File: src/source/vec_cfg_pkg.sv
package vec_cfg_pkg;

    // Vector register geometry
    localparam int VLEN  = 64;
    localparam int VLENB = VLEN / 8;

    // Scalar side
    localparam int XLEN = 32;

    // Register bank size and index width
    localparam int NREGS      = 32;
    localparam int REG_ADDR_W = 5;

endpackage

File: src/source/vec_types_pkg.sv
package vec_types_pkg;

    import vec_cfg_pkg::*;

    // Decoded vector operation, one per instruction
    typedef enum logic [3:0] {
        VNOP,
        VSETVLI,
        VMV_X_S,
        VADD,
        VSUB,
        VAND,
        VOR,
        VXOR,
        VSLL,
        VSRL,
        VSRA,
        VMINU,
        VMAXU
    } vec_op_e;

    // Field encodings as they appear in vtype
    typedef enum logic [2:0] {
        EW8  = 3'b000,
        EW16 = 3'b001,
        EW32 = 3'b010
    } vew_e;

    typedef enum logic [2:0] {
        LMUL_1 = 3'b000,
        LMUL_2 = 3'b001,
        LMUL_4 = 3'b010,
        LMUL_8 = 3'b011
    } vlmul_e;

    // Operand category from funct3
    typedef enum logic [2:0] {
        OPIVV = 3'b000,
        OPIVI = 3'b011,
        OPIVX = 3'b100
    } op_cat_e;

    typedef enum logic [1:0] {
        V_IDLE,
        V_EXEC,
        V_END
    } vec_state_e;

    // One register word seen as bytes, halfwords or words
    typedef union packed {
        logic [VLENB-1:0][7:0]    b;
        logic [VLENB/2-1:0][15:0] h;
        logic [VLENB/4-1:0][31:0] w;
    } vec_word_u;

endpackage

File: src/source/vec_rf_if.sv
interface vec_rf_if;

    import vec_cfg_pkg::*;

    // Read side
    logic [REG_ADDR_W-1:0] vs1_addr;
    logic [REG_ADDR_W-1:0] vs2_addr;
    logic [VLEN-1:0]       vs1_data;
    logic [VLEN-1:0]       vs2_data;

    // Write side, one enable per byte
    logic [REG_ADDR_W-1:0] wr_addr;
    logic [VLENB-1:0]      wr_be;
    logic [VLEN-1:0]       wr_data;

    modport seq (
        output vs1_addr, vs2_addr, wr_addr, wr_be
    );

    modport bank (
        input  vs1_addr, vs2_addr, wr_addr, wr_be, wr_data,
        output vs1_data, vs2_data
    );

    modport alu (
        input  vs1_data, vs2_data,
        output wr_data
    );

endinterface

File: src/source/vec_alu.sv
module vec_alu (
    input  logic                         clk,
    input  logic                         reset_n,
    input  vec_types_pkg::vec_op_e       vector_operation_i,
    input  vec_types_pkg::op_cat_e       op_cat_i,
    input  vec_types_pkg::vew_e          vsew_i,
    input  logic [vec_cfg_pkg::XLEN-1:0] scalar_i,
    input  logic [4:0]                   imm_i,
    input  logic                         exec_i,
    vec_rf_if.alu                        rf,
    output logic [vec_cfg_pkg::XLEN-1:0] scalar_result_o
);

    import vec_cfg_pkg::*;
    import vec_types_pkg::*;

    logic [31:0]     imm_ext;
    logic [VLEN-1:0] second_sel;
    vec_op_e         op_q;
    vec_word_u       opa_q;
    vec_word_u       opb_q;
    vec_word_u       result;
    vec_word_u       vs2_word;

    function automatic logic [VLEN-1:0] replicate(input logic [31:0] value, input vew_e sew);
        case (sew)
            EW8:     return {VLENB{value[7:0]}};
            EW16:    return {(VLENB/2){value[15:0]}};
            default: return {(VLENB/4){value}};
        endcase
    endfunction

    // One lane, operands zero-extended to 32 bits
    function automatic logic [31:0] lane_op(input vec_op_e op, input logic [31:0] x,
                                            input logic [31:0] y, input vew_e sew);
        logic [31:0] xs;
        logic [4:0]  sh;
        case (sew)
            EW8: begin
                xs = {{24{x[7]}}, x[7:0]};
                sh = {2'b00, y[2:0]};
            end
            EW16: begin
                xs = {{16{x[15]}}, x[15:0]};
                sh = {1'b0, y[3:0]};
            end
            default: begin
                xs = x;
                sh = y[4:0];
            end
        endcase
        case (op)
            VADD:    return x + y;
            VSUB:    return x - y;
            VAND:    return x & y;
            VOR:     return x | y;
            VXOR:    return x ^ y;
            VSLL:    return x << sh;
            VSRL:    return x >> sh;
            VSRA:    return $signed(xs) >>> sh;
            VMINU:   return (x < y) ? x : y;
            VMAXU:   return (x < y) ? y : x;
            default: return '0;
        endcase
    endfunction

    ////////////////////////////////////////////////////////////////////////////
    // Operand selection and registers
    ////////////////////////////////////////////////////////////////////////////

    // Shift amounts are unsigned
    assign imm_ext = (vector_operation_i inside {VSLL, VSRL, VSRA}) ?
                     {27'b0, imm_i} : {{27{imm_i[4]}}, imm_i};

    always_comb begin
        case (op_cat_i)
            OPIVX:   second_sel = replicate(scalar_i, vsew_i);
            OPIVI:   second_sel = replicate(imm_ext, vsew_i);
            default: second_sel = rf.vs1_data;
        endcase
    end

    always_ff @(posedge clk) begin
        if (exec_i) begin
            opa_q <= rf.vs2_data;
            opb_q <= second_sel;
        end
    end

    always_ff @(posedge clk or negedge reset_n) begin
        if (!reset_n) begin
            op_q <= VNOP;
        end else if (exec_i) begin
            op_q <= vector_operation_i;
        end
    end

    ////////////////////////////////////////////////////////////////////////////
    // Lanes
    ////////////////////////////////////////////////////////////////////////////

    always_comb begin
        result = '0;
        case (vsew_i)
            EW8: begin
                for (int i = 0; i < VLENB; i++) begin
                    result.b[i] = 8'(lane_op(op_q, 32'(opa_q.b[i]), 32'(opb_q.b[i]), vsew_i));
                end
            end
            EW16: begin
                for (int i = 0; i < VLENB/2; i++) begin
                    result.h[i] = 16'(lane_op(op_q, 32'(opa_q.h[i]), 32'(opb_q.h[i]), vsew_i));
                end
            end
            default: begin
                for (int i = 0; i < VLENB/4; i++) begin
                    result.w[i] = lane_op(op_q, opa_q.w[i], opb_q.w[i], vsew_i);
                end
            end
        endcase
    end

    assign rf.wr_data = result;

    // Element 0 of vs2 for vmv.x.s
    assign vs2_word = rf.vs2_data;

    always_comb begin
        case (vsew_i)
            EW8:     scalar_result_o = XLEN'($signed(vs2_word.b[0]));
            EW16:    scalar_result_o = XLEN'($signed(vs2_word.h[0]));
            default: scalar_result_o = XLEN'($signed(vs2_word.w[0]));
        endcase
    end

endmodule

File: src/source/vec_csr.sv
module vec_csr (
    input  logic                          clk,
    input  logic                          reset_n,
    input  vec_types_pkg::vec_op_e        vector_operation_i,
    input  logic [10:0]                   zimm_i,
    input  logic [vec_cfg_pkg::XLEN-1:0]  avl_i,
    input  logic                          rs1_zero_i,
    input  logic                          rd_zero_i,
    output vec_types_pkg::vew_e           vsew_o,
    output vec_types_pkg::vlmul_e         vlmul_o,
    output logic [vec_cfg_pkg::XLEN-1:0]  vl_o,
    output logic [vec_cfg_pkg::XLEN-1:0]  vl_next_o,
    output logic [vec_cfg_pkg::XLEN-1:0]  vtype_o
);

    import vec_cfg_pkg::*;
    import vec_types_pkg::*;

    logic [XLEN-1:0] vl_q;
    logic [XLEN-1:0] vtype_q;
    logic [XLEN-1:0] vlmax;
    vew_e            sew_req;
    vlmul_e          lmul_req;

    // Requested settings from the immediate
    assign sew_req  = vew_e'(zimm_i[5:3]);
    assign lmul_req = vlmul_e'(zimm_i[2:0]);

    // VLMAX = VLENB * LMUL / SEW bytes
    assign vlmax = (XLEN'(VLENB) << lmul_req[1:0]) >> sew_req[1:0];

    always_comb begin
        if (!rs1_zero_i) begin
            vl_next_o = (avl_i < vlmax) ? avl_i : vlmax;
        end else if (!rd_zero_i) begin
            vl_next_o = vlmax;
        end else begin
            vl_next_o = vl_q;
        end
    end

    always_ff @(posedge clk or negedge reset_n) begin
        if (!reset_n) begin
            vl_q    <= '0;
            vtype_q <= '0;
        end else if (vector_operation_i == VSETVLI) begin
            vl_q    <= vl_next_o;
            vtype_q <= XLEN'(zimm_i);
        end
    end

    assign vl_o    = vl_q;
    assign vtype_o = vtype_q;
    assign vsew_o  = vew_e'(vtype_q[5:3]);
    assign vlmul_o = vlmul_e'(vtype_q[2:0]);

endmodule

File: src/source/vec_group_counter.sv
module vec_group_counter (
    input  logic                  clk,
    input  logic                  reset_n,
    input  logic                  exec_i,
    input  vec_types_pkg::vlmul_e vlmul_i,
    output logic [2:0]            group_idx_o,
    output logic                  last_o
);

    import vec_types_pkg::*;

    logic [2:0] last_idx;

    always_ff @(posedge clk or negedge reset_n) begin
        if (!reset_n) begin
            group_idx_o <= '0;
        end else if (!exec_i) begin
            group_idx_o <= '0;
        end else begin
            group_idx_o <= group_idx_o + 3'd1;
        end
    end

    // Index of the last register in the group
    always_comb begin
        case (vlmul_i)
            LMUL_1:  last_idx = 3'd0;
            LMUL_2:  last_idx = 3'd1;
            LMUL_4:  last_idx = 3'd3;
            default: last_idx = 3'd7;
        endcase
    end

    assign last_o = (group_idx_o == last_idx);

endmodule

File: src/source/vec_regbank.sv
module vec_regbank (
    input  logic   clk,
    input  logic   reset_n,
    vec_rf_if.bank rf
);

    import vec_cfg_pkg::*;

    logic [VLEN-1:0] regs [NREGS];

    always_ff @(posedge clk or negedge reset_n) begin
        if (!reset_n) begin
            for (int r = 0; r < NREGS; r++) begin
                regs[r] <= '0;
            end
        end else begin
            for (int b = 0; b < VLENB; b++) begin
                if (rf.wr_be[b]) begin
                    regs[rf.wr_addr][b*8 +: 8] <= rf.wr_data[b*8 +: 8];
                end
            end
        end
    end

    // Combinational reads
    assign rf.vs1_data = regs[rf.vs1_addr];
    assign rf.vs2_data = regs[rf.vs2_addr];

endmodule

File: src/source/vec_sequencer.sv
module vec_sequencer (
    input  logic                               clk,
    input  logic                               reset_n,
    input  vec_types_pkg::vec_op_e             vector_operation_i,
    input  logic [vec_cfg_pkg::REG_ADDR_W-1:0] vd_i,
    input  logic [vec_cfg_pkg::REG_ADDR_W-1:0] vs1_i,
    input  logic [vec_cfg_pkg::REG_ADDR_W-1:0] vs2_i,
    input  vec_types_pkg::vew_e                vsew_i,
    input  logic [vec_cfg_pkg::XLEN-1:0]       vl_i,
    input  logic [2:0]                         group_idx_i,
    input  logic                               last_i,
    vec_rf_if.seq                              rf,
    output logic                               exec_o,
    output logic                               hold_o
);

    import vec_cfg_pkg::*;
    import vec_types_pkg::*;

    vec_state_e       state;
    vec_state_e       next_state;
    logic [VLENB-1:0] be_now;
    logic [XLEN-1:0]  elem;

    ////////////////////////////////////////////////////////////////////////////
    // State machine
    ////////////////////////////////////////////////////////////////////////////

    always_comb begin
        case (state)
            V_IDLE: begin
                if (vector_operation_i inside {VNOP, VSETVLI, VMV_X_S}) begin
                    next_state = V_IDLE;
                end else begin
                    next_state = V_EXEC;
                end
            end
            V_EXEC:  next_state = last_i ? V_END : V_EXEC;
            default: next_state = V_IDLE;
        endcase
    end

    always_ff @(posedge clk or negedge reset_n) begin
        if (!reset_n) begin
            state <= V_IDLE;
        end else begin
            state <= next_state;
        end
    end

    assign exec_o = (state == V_EXEC);
    assign hold_o = (next_state == V_EXEC) || (next_state == V_END);

    ////////////////////////////////////////////////////////////////////////////
    // Register addressing
    ////////////////////////////////////////////////////////////////////////////

    assign rf.vs1_addr = vs1_i + REG_ADDR_W'(group_idx_i);
    assign rf.vs2_addr = vs2_i + REG_ADDR_W'(group_idx_i);

    // Tail bytes past vl stay off
    always_comb begin
        be_now = '0;
        elem   = '0;
        for (int b = 0; b < VLENB; b++) begin
            elem = XLEN'(group_idx_i) * (XLEN'(VLENB) >> vsew_i[1:0])
                 + (XLEN'(b) >> vsew_i[1:0]);
            be_now[b] = exec_o && (elem < vl_i);
        end
    end

    // Write trails the read by one cycle
    always_ff @(posedge clk or negedge reset_n) begin
        if (!reset_n) begin
            rf.wr_be <= '0;
        end else begin
            rf.wr_be <= be_now;
        end
    end

    always_ff @(posedge clk) begin
        rf.wr_addr <= vd_i + REG_ADDR_W'(group_idx_i);
    end

endmodule

File: src/source/vec_unit_top.sv
module vec_unit_top (
    input  logic                         clk,
    input  logic                         reset_n,
    input  logic [31:0]                  instruction_i,
    input  vec_types_pkg::vec_op_e       vector_operation_i,
    input  logic [vec_cfg_pkg::XLEN-1:0] op1_scalar_i,
    output logic                         hold_o,
    output logic [vec_cfg_pkg::XLEN-1:0] vtype_o,
    output logic [vec_cfg_pkg::XLEN-1:0] res_scalar_o,
    output logic                         wr_en_scalar_o
);

    import vec_cfg_pkg::*;
    import vec_types_pkg::*;

    // Instruction fields
    logic [REG_ADDR_W-1:0] rd;
    logic [REG_ADDR_W-1:0] rs1;
    logic [REG_ADDR_W-1:0] rs2;
    logic [2:0]            funct3;
    logic [10:0]           zimm;
    op_cat_e               op_cat;

    vew_e            vsew;
    vlmul_e          vlmul;
    logic [XLEN-1:0] vl;
    logic [XLEN-1:0] vl_next;
    logic [2:0]      group_idx;
    logic            last;
    logic            exec;
    logic [XLEN-1:0] alu_scalar;

    assign rd     = instruction_i[11:7];
    assign funct3 = instruction_i[14:12];
    assign rs1    = instruction_i[19:15];
    assign rs2    = instruction_i[24:20];
    assign zimm   = instruction_i[30:20];
    assign op_cat = op_cat_e'(funct3);

    vec_rf_if rf ();

    ////////////////////////////////////////////////////////////////////////////
    // Blocks
    ////////////////////////////////////////////////////////////////////////////

    vec_csr u_csr (
        .clk                (clk),
        .reset_n            (reset_n),
        .vector_operation_i (vector_operation_i),
        .zimm_i             (zimm),
        .avl_i              (op1_scalar_i),
        .rs1_zero_i         (rs1 == '0),
        .rd_zero_i          (rd == '0),
        .vsew_o             (vsew),
        .vlmul_o            (vlmul),
        .vl_o               (vl),
        .vl_next_o          (vl_next),
        .vtype_o            (vtype_o)
    );

    vec_group_counter u_counter (
        .clk         (clk),
        .reset_n     (reset_n),
        .exec_i      (exec),
        .vlmul_i     (vlmul),
        .group_idx_o (group_idx),
        .last_o      (last)
    );

    vec_sequencer u_seq (
        .clk                (clk),
        .reset_n            (reset_n),
        .vector_operation_i (vector_operation_i),
        .vd_i               (rd),
        .vs1_i              (rs1),
        .vs2_i              (rs2),
        .vsew_i             (vsew),
        .vl_i               (vl),
        .group_idx_i        (group_idx),
        .last_i             (last),
        .rf                 (rf),
        .exec_o             (exec),
        .hold_o             (hold_o)
    );

    vec_regbank u_bank (
        .clk     (clk),
        .reset_n (reset_n),
        .rf      (rf)
    );

    vec_alu u_alu (
        .clk                (clk),
        .reset_n            (reset_n),
        .vector_operation_i (vector_operation_i),
        .op_cat_i           (op_cat),
        .vsew_i             (vsew),
        .scalar_i           (op1_scalar_i),
        .imm_i              (rs1),
        .exec_i             (exec),
        .rf                 (rf),
        .scalar_result_o    (alu_scalar)
    );

    // Scalar write-back
    always_comb begin
        case (vector_operation_i)
            VSETVLI: begin
                res_scalar_o   = vl_next;
                wr_en_scalar_o = 1'b1;
            end
            VMV_X_S: begin
                res_scalar_o   = alu_scalar;
                wr_en_scalar_o = 1'b1;
            end
            default: begin
                res_scalar_o   = '0;
                wr_en_scalar_o = 1'b0;
            end
        endcase
    end

endmodule
File: config.mk
export PLATFORM = sky130hd
export DESIGN_NAME = vec_unit_top
export DESIGN_NICKNAME = d
export VERILOG_FILES = /design/src/source/vec_cfg_pkg.sv /design/src/source/vec_types_pkg.sv /design/src/source/vec_rf_if.sv /design/src/source/vec_alu.sv /design/src/source/vec_csr.sv /design/src/source/vec_group_counter.sv /design/src/source/vec_regbank.sv /design/src/source/vec_sequencer.sv /design/src/source/vec_unit_top.sv
export SDC_FILE = /design/constraint.sdc
export NUM_CORES = 2
export LEC_CHECK = 0
export ABC_AREA = 1
export BUFFER_PORTS_ARGS = -buffer_cell sky130_fd_sc_hd__buf_2
export CAP_MARGIN = 20
export CORE_MARGIN = 2
export CORE_UTILIZATION = 35
export DETAILED_ROUTE_END_ITERATION = 12
export MAX_ROUTING_LAYER = met4
export PLACE_DENSITY = 0.48
export SETUP_SLACK_MARGIN = 0.5
export SLEW_MARGIN = 10
export SYNTH_ARGS = -nofsm -noshare
export SYNTH_HDL_FRONTEND = slang
export SYNTH_SLANG_ARGS = --single-unit
File: constraint.sdc
create_clock -name clk -period 7.5 [get_ports clk]
set_clock_uncertainty 0.1 [all_clocks]
set_input_delay 1.875 -clock clk [delete_from_list [all_inputs] [get_ports clk]]
set_output_delay 1.875 -clock clk [all_outputs]
set_load 0.03 [all_outputs]
==> run summary <==
Dominant synthesized flop cell - dfrtp_1
Synth Register Bits - 1149
Total core area - 240500 sq um
CTS Root Cell - clkbuf_16
DR vias - 95.87k
Hold Path End - u_csr.vtype_o[6]$_DFFE_PN0P_
Critical path data required time - 5.53 ns
Final RePlAce weighted congestion - 1.062
Die Span Y - 495.8 um
DRC - 0
CP arrival - 5.35 ns
Total track usage - 0.3722
Clock Sinks - 1149
Syn Std Cell Area - 84650 sq um
Worst hold path depth - 2
Vias per Instance - 5.725
Crit-path max FO - 11
First-pass GRT wire length - 648500 um
Initial antenna violation count - 38
FP Rows - 180
Most frequent cells in the layout - nand2_1, o21ai_0, dfrtp_1, inv_1, a21oi_1
Status - complete, no violations
Critical path class - in -> out
Worst R2R Start - u_alu.opa_q[21]$_DFFE_PP_
YS warnings - 0
Post-DP Area - 90290 sq um
Initial core utilization - 0.3520
Detailed Place HPWL - 325800 um
Max clock buf depth - 3
Worst-Skew Late Latency - 0.83 ns
Num ports - 136
CTS Buf Count - 150
RSZ-0062 raised after global routing - true
FF-to-FF End - u_bank.regs[1877]$_DFFE_PN0P_
Commonest non-fill, non-tap cell in the layout - nand2_1
Hold Startpoint - u_csr.vtype_o[6]$_DFFE_PN0P_
EDFF count, synth - 64
Worst-Margin Slew - 1.425 ns
Largest net degree at the start of global routing - 148
Register Area - 29050 sq um
Max-slew violations - 0
Post-route ant nets - 0
R2r worst-path depth - 20
Area delta synth->final - 15.40%
Wire per inst - 27.31 um
Starting DRT DRC Count - 12.16k
First-pass detailed-route iteration total - 8
Post-synthesis sequential area ratio - 0.3431
Gr ovfl total - 0
Vias in the first global route - 89.02k
Layout cell share with drive strength beyond 1 - 0.08208
Fin. Hold Viols - 0
Max Cap Viol - 0
Post-Synthesis Cells - 13.47k
Critical path startpoint category - input port
Clk pin slew, worst setup/hold paths - 0.05 ns
Fillers - 25.58k
Die Wd - 495.8 um
Routed WL - 457400 um
TritonCTS clock tree - yes
Syn Area/Cell - 6.286 sq um
Max Fclk - 0.1364 GHz
Port bufs - 106
Post-synth ARST share - 0.9399
R2r setup slk - 1.68 ns
Nets - 13.66k
Tcrit/Tclk final - 0.9772
CTS H-tree depth - 4
Fin area - 97690 sq um
Die Area - 245800 sq um
Hold Path Class - reg -> reg
Netlist cell types - 58
Minimum clock period - 7.329 ns
Finish-stage setup viols - 0
Multi-input logic area - 49080 sq um
Crit end category - primary output
Slew headroom - 0.04605
==> layout make-up <==
class                      instances  area share
sequential                      1149      0.2973
tap                             3185     0.04079
antenna                           26   0.0006660
clock inverter                    63    0.008901
inverter                        1018     0.03932
clock buffer                     208     0.04406
timing repair buffer             614     0.06659
multi-input combinational      10480      0.5023
==> metrics by stage <==
step | TNS [ns] | utilization | worst slack (ns) | hold slack, ns | std cells
6_report | 0 | 0.4062 | 0.1712 | 0.3697 | 16750
5_1_grt | 0 | 0.4061 | 0.1651 | 0.3907 | 16740
4_1_cts | 0 | 0.4033 | 0.2279 | 0.3761 | 16700
3_5_place_dp | -2.063 | 0.3754 | -0.4024 | 0.3617 | 16390
3_3_place_gp | -2.205 | 0.3753 | -0.3835 | 0.3530 | 16390
2_1_floorplan | 0 | - | 1.072 | 0.3489 | 13490
==> per-layer routing <==
metal	wire length, um	global-route usage	vias up
li1	-	-	43890
met1	192300	0.4870	46080
met2	197200	0.5465	4943
met3	40410	0.06905	952
met4	27520	0.1921	0
met5	0	-	-
==> sequential cells by signal, summed over array words and instances, names as in the netlist <==
register and count:
u_bank.regs 1024, u_alu.opa_q 32, u_alu.opb_q 32, u_csr.vl_o 32, u_csr.vtype_o 11, u_seq.rf.wr_addr 5
u_alu.op_q 4, u_seq.rf.wr_be 4, u_counter.group_idx_o 3, u_seq.state 2
==> cells by family (layout without fill, tap and decap cells) <==
family,after synthesis,count (layout),share of synthesized area
AOI/OAI and AO/OA,3045,3045,0.1956
DFF,1149,1149,0.3431
adders and majority gates,170,170,0.02654
other,1,47,0.00004430
xor gates and xnor gates,31,31,0.003207
buffers and inverters,1855,1903,0.08951
and+or+nand+nor,7216,7216,0.3418
muxes,1,1,0.0001182
==> critical path, cell delays in order <==
cell and delay [ns]:
buf_8 0.10, ha_4 0.15, fa_4 0.67, buf_12 0.20, buf_16 0.18, buf_12 0.14
buf_16 0.14, buf_4 0.13, a21oi_1 0.09, o21ai_0 0.09, o211ai_1 0.18, o21ai_2 0.15
buf_4 0.17, a21oi_4 0.15, o31ai_4 0.12, nand2_2 0.13, buf_12 0.15, o211ai_1 0.10
nand2_1 0.20, buf_6 0.16
==> repair_timing <==
item | CTS | global route
pin swaps | 87 | 82
cloned | 17 | 6
gates resized for setup | 255 | 108
hold buffers | 0 | 0
buffers inserted | 22 | 13
endpoints found under the setup margin | 32 | 32
==> worst max-delay path by stage <==
stage                                 start          endpoint  slack (ns)
final                     instruction_i[20]  res_scalar_o[18]        0.17
after global routing      instruction_i[20]  res_scalar_o[18]        0.17
after CTS                 instruction_i[20]  res_scalar_o[24]        0.23
after detailed placement  instruction_i[20]  res_scalar_o[18]       -0.40
after global placement    instruction_i[20]  res_scalar_o[18]       -0.38
after floorplan           instruction_i[20]  res_scalar_o[16]        1.07
==> synthesized netlist by cell type (7+ instances only) <==
cell type,n,area [sq um]
nand4_1,111,694.4
nor2_2,7,43.79
o31ai_1,47,352.8
nor2_1,945,3547
xor2_1,24,210.2
inv_2,26,97.59
clkinv_1,13,48.80
buf_6,14,157.7
a311oi_1,18,157.7
nand2_1,5052,18960
edfxtp_1,64,1922
clkbuf_1,472,1772
buf_4,85,638.1
nand3_1,969,4850
nor3_1,48,240.2
nand2_2,14,87.58
nor4_1,11,68.82
o21bai_1,11,82.58
buf_1,114,427.9
a22oi_1,8,60.06
a31oi_1,15,93.84
or2_2,9,56.30
o21a_1,32,240.2
o21ai_0,1508,7547
dfrtp_1,1080,27030
and2_1,16,100.1
inv_1,979,3675
o221ai_1,23,201.4
a21oi_1,1005,5030
nand3b_1,12,90.09
xnor2_1,7,61.31
buf_2,152,760.7
o211ai_1,298,2237
o21ai_1,28,140.1
ha_1,154,1927
o22ai_1,24,150.1
fa_1,16,320.3
Power is left out: the tool's default activity adds up to more than one toggle a clock period on the data nets, which glitch-free logic cannot reach.
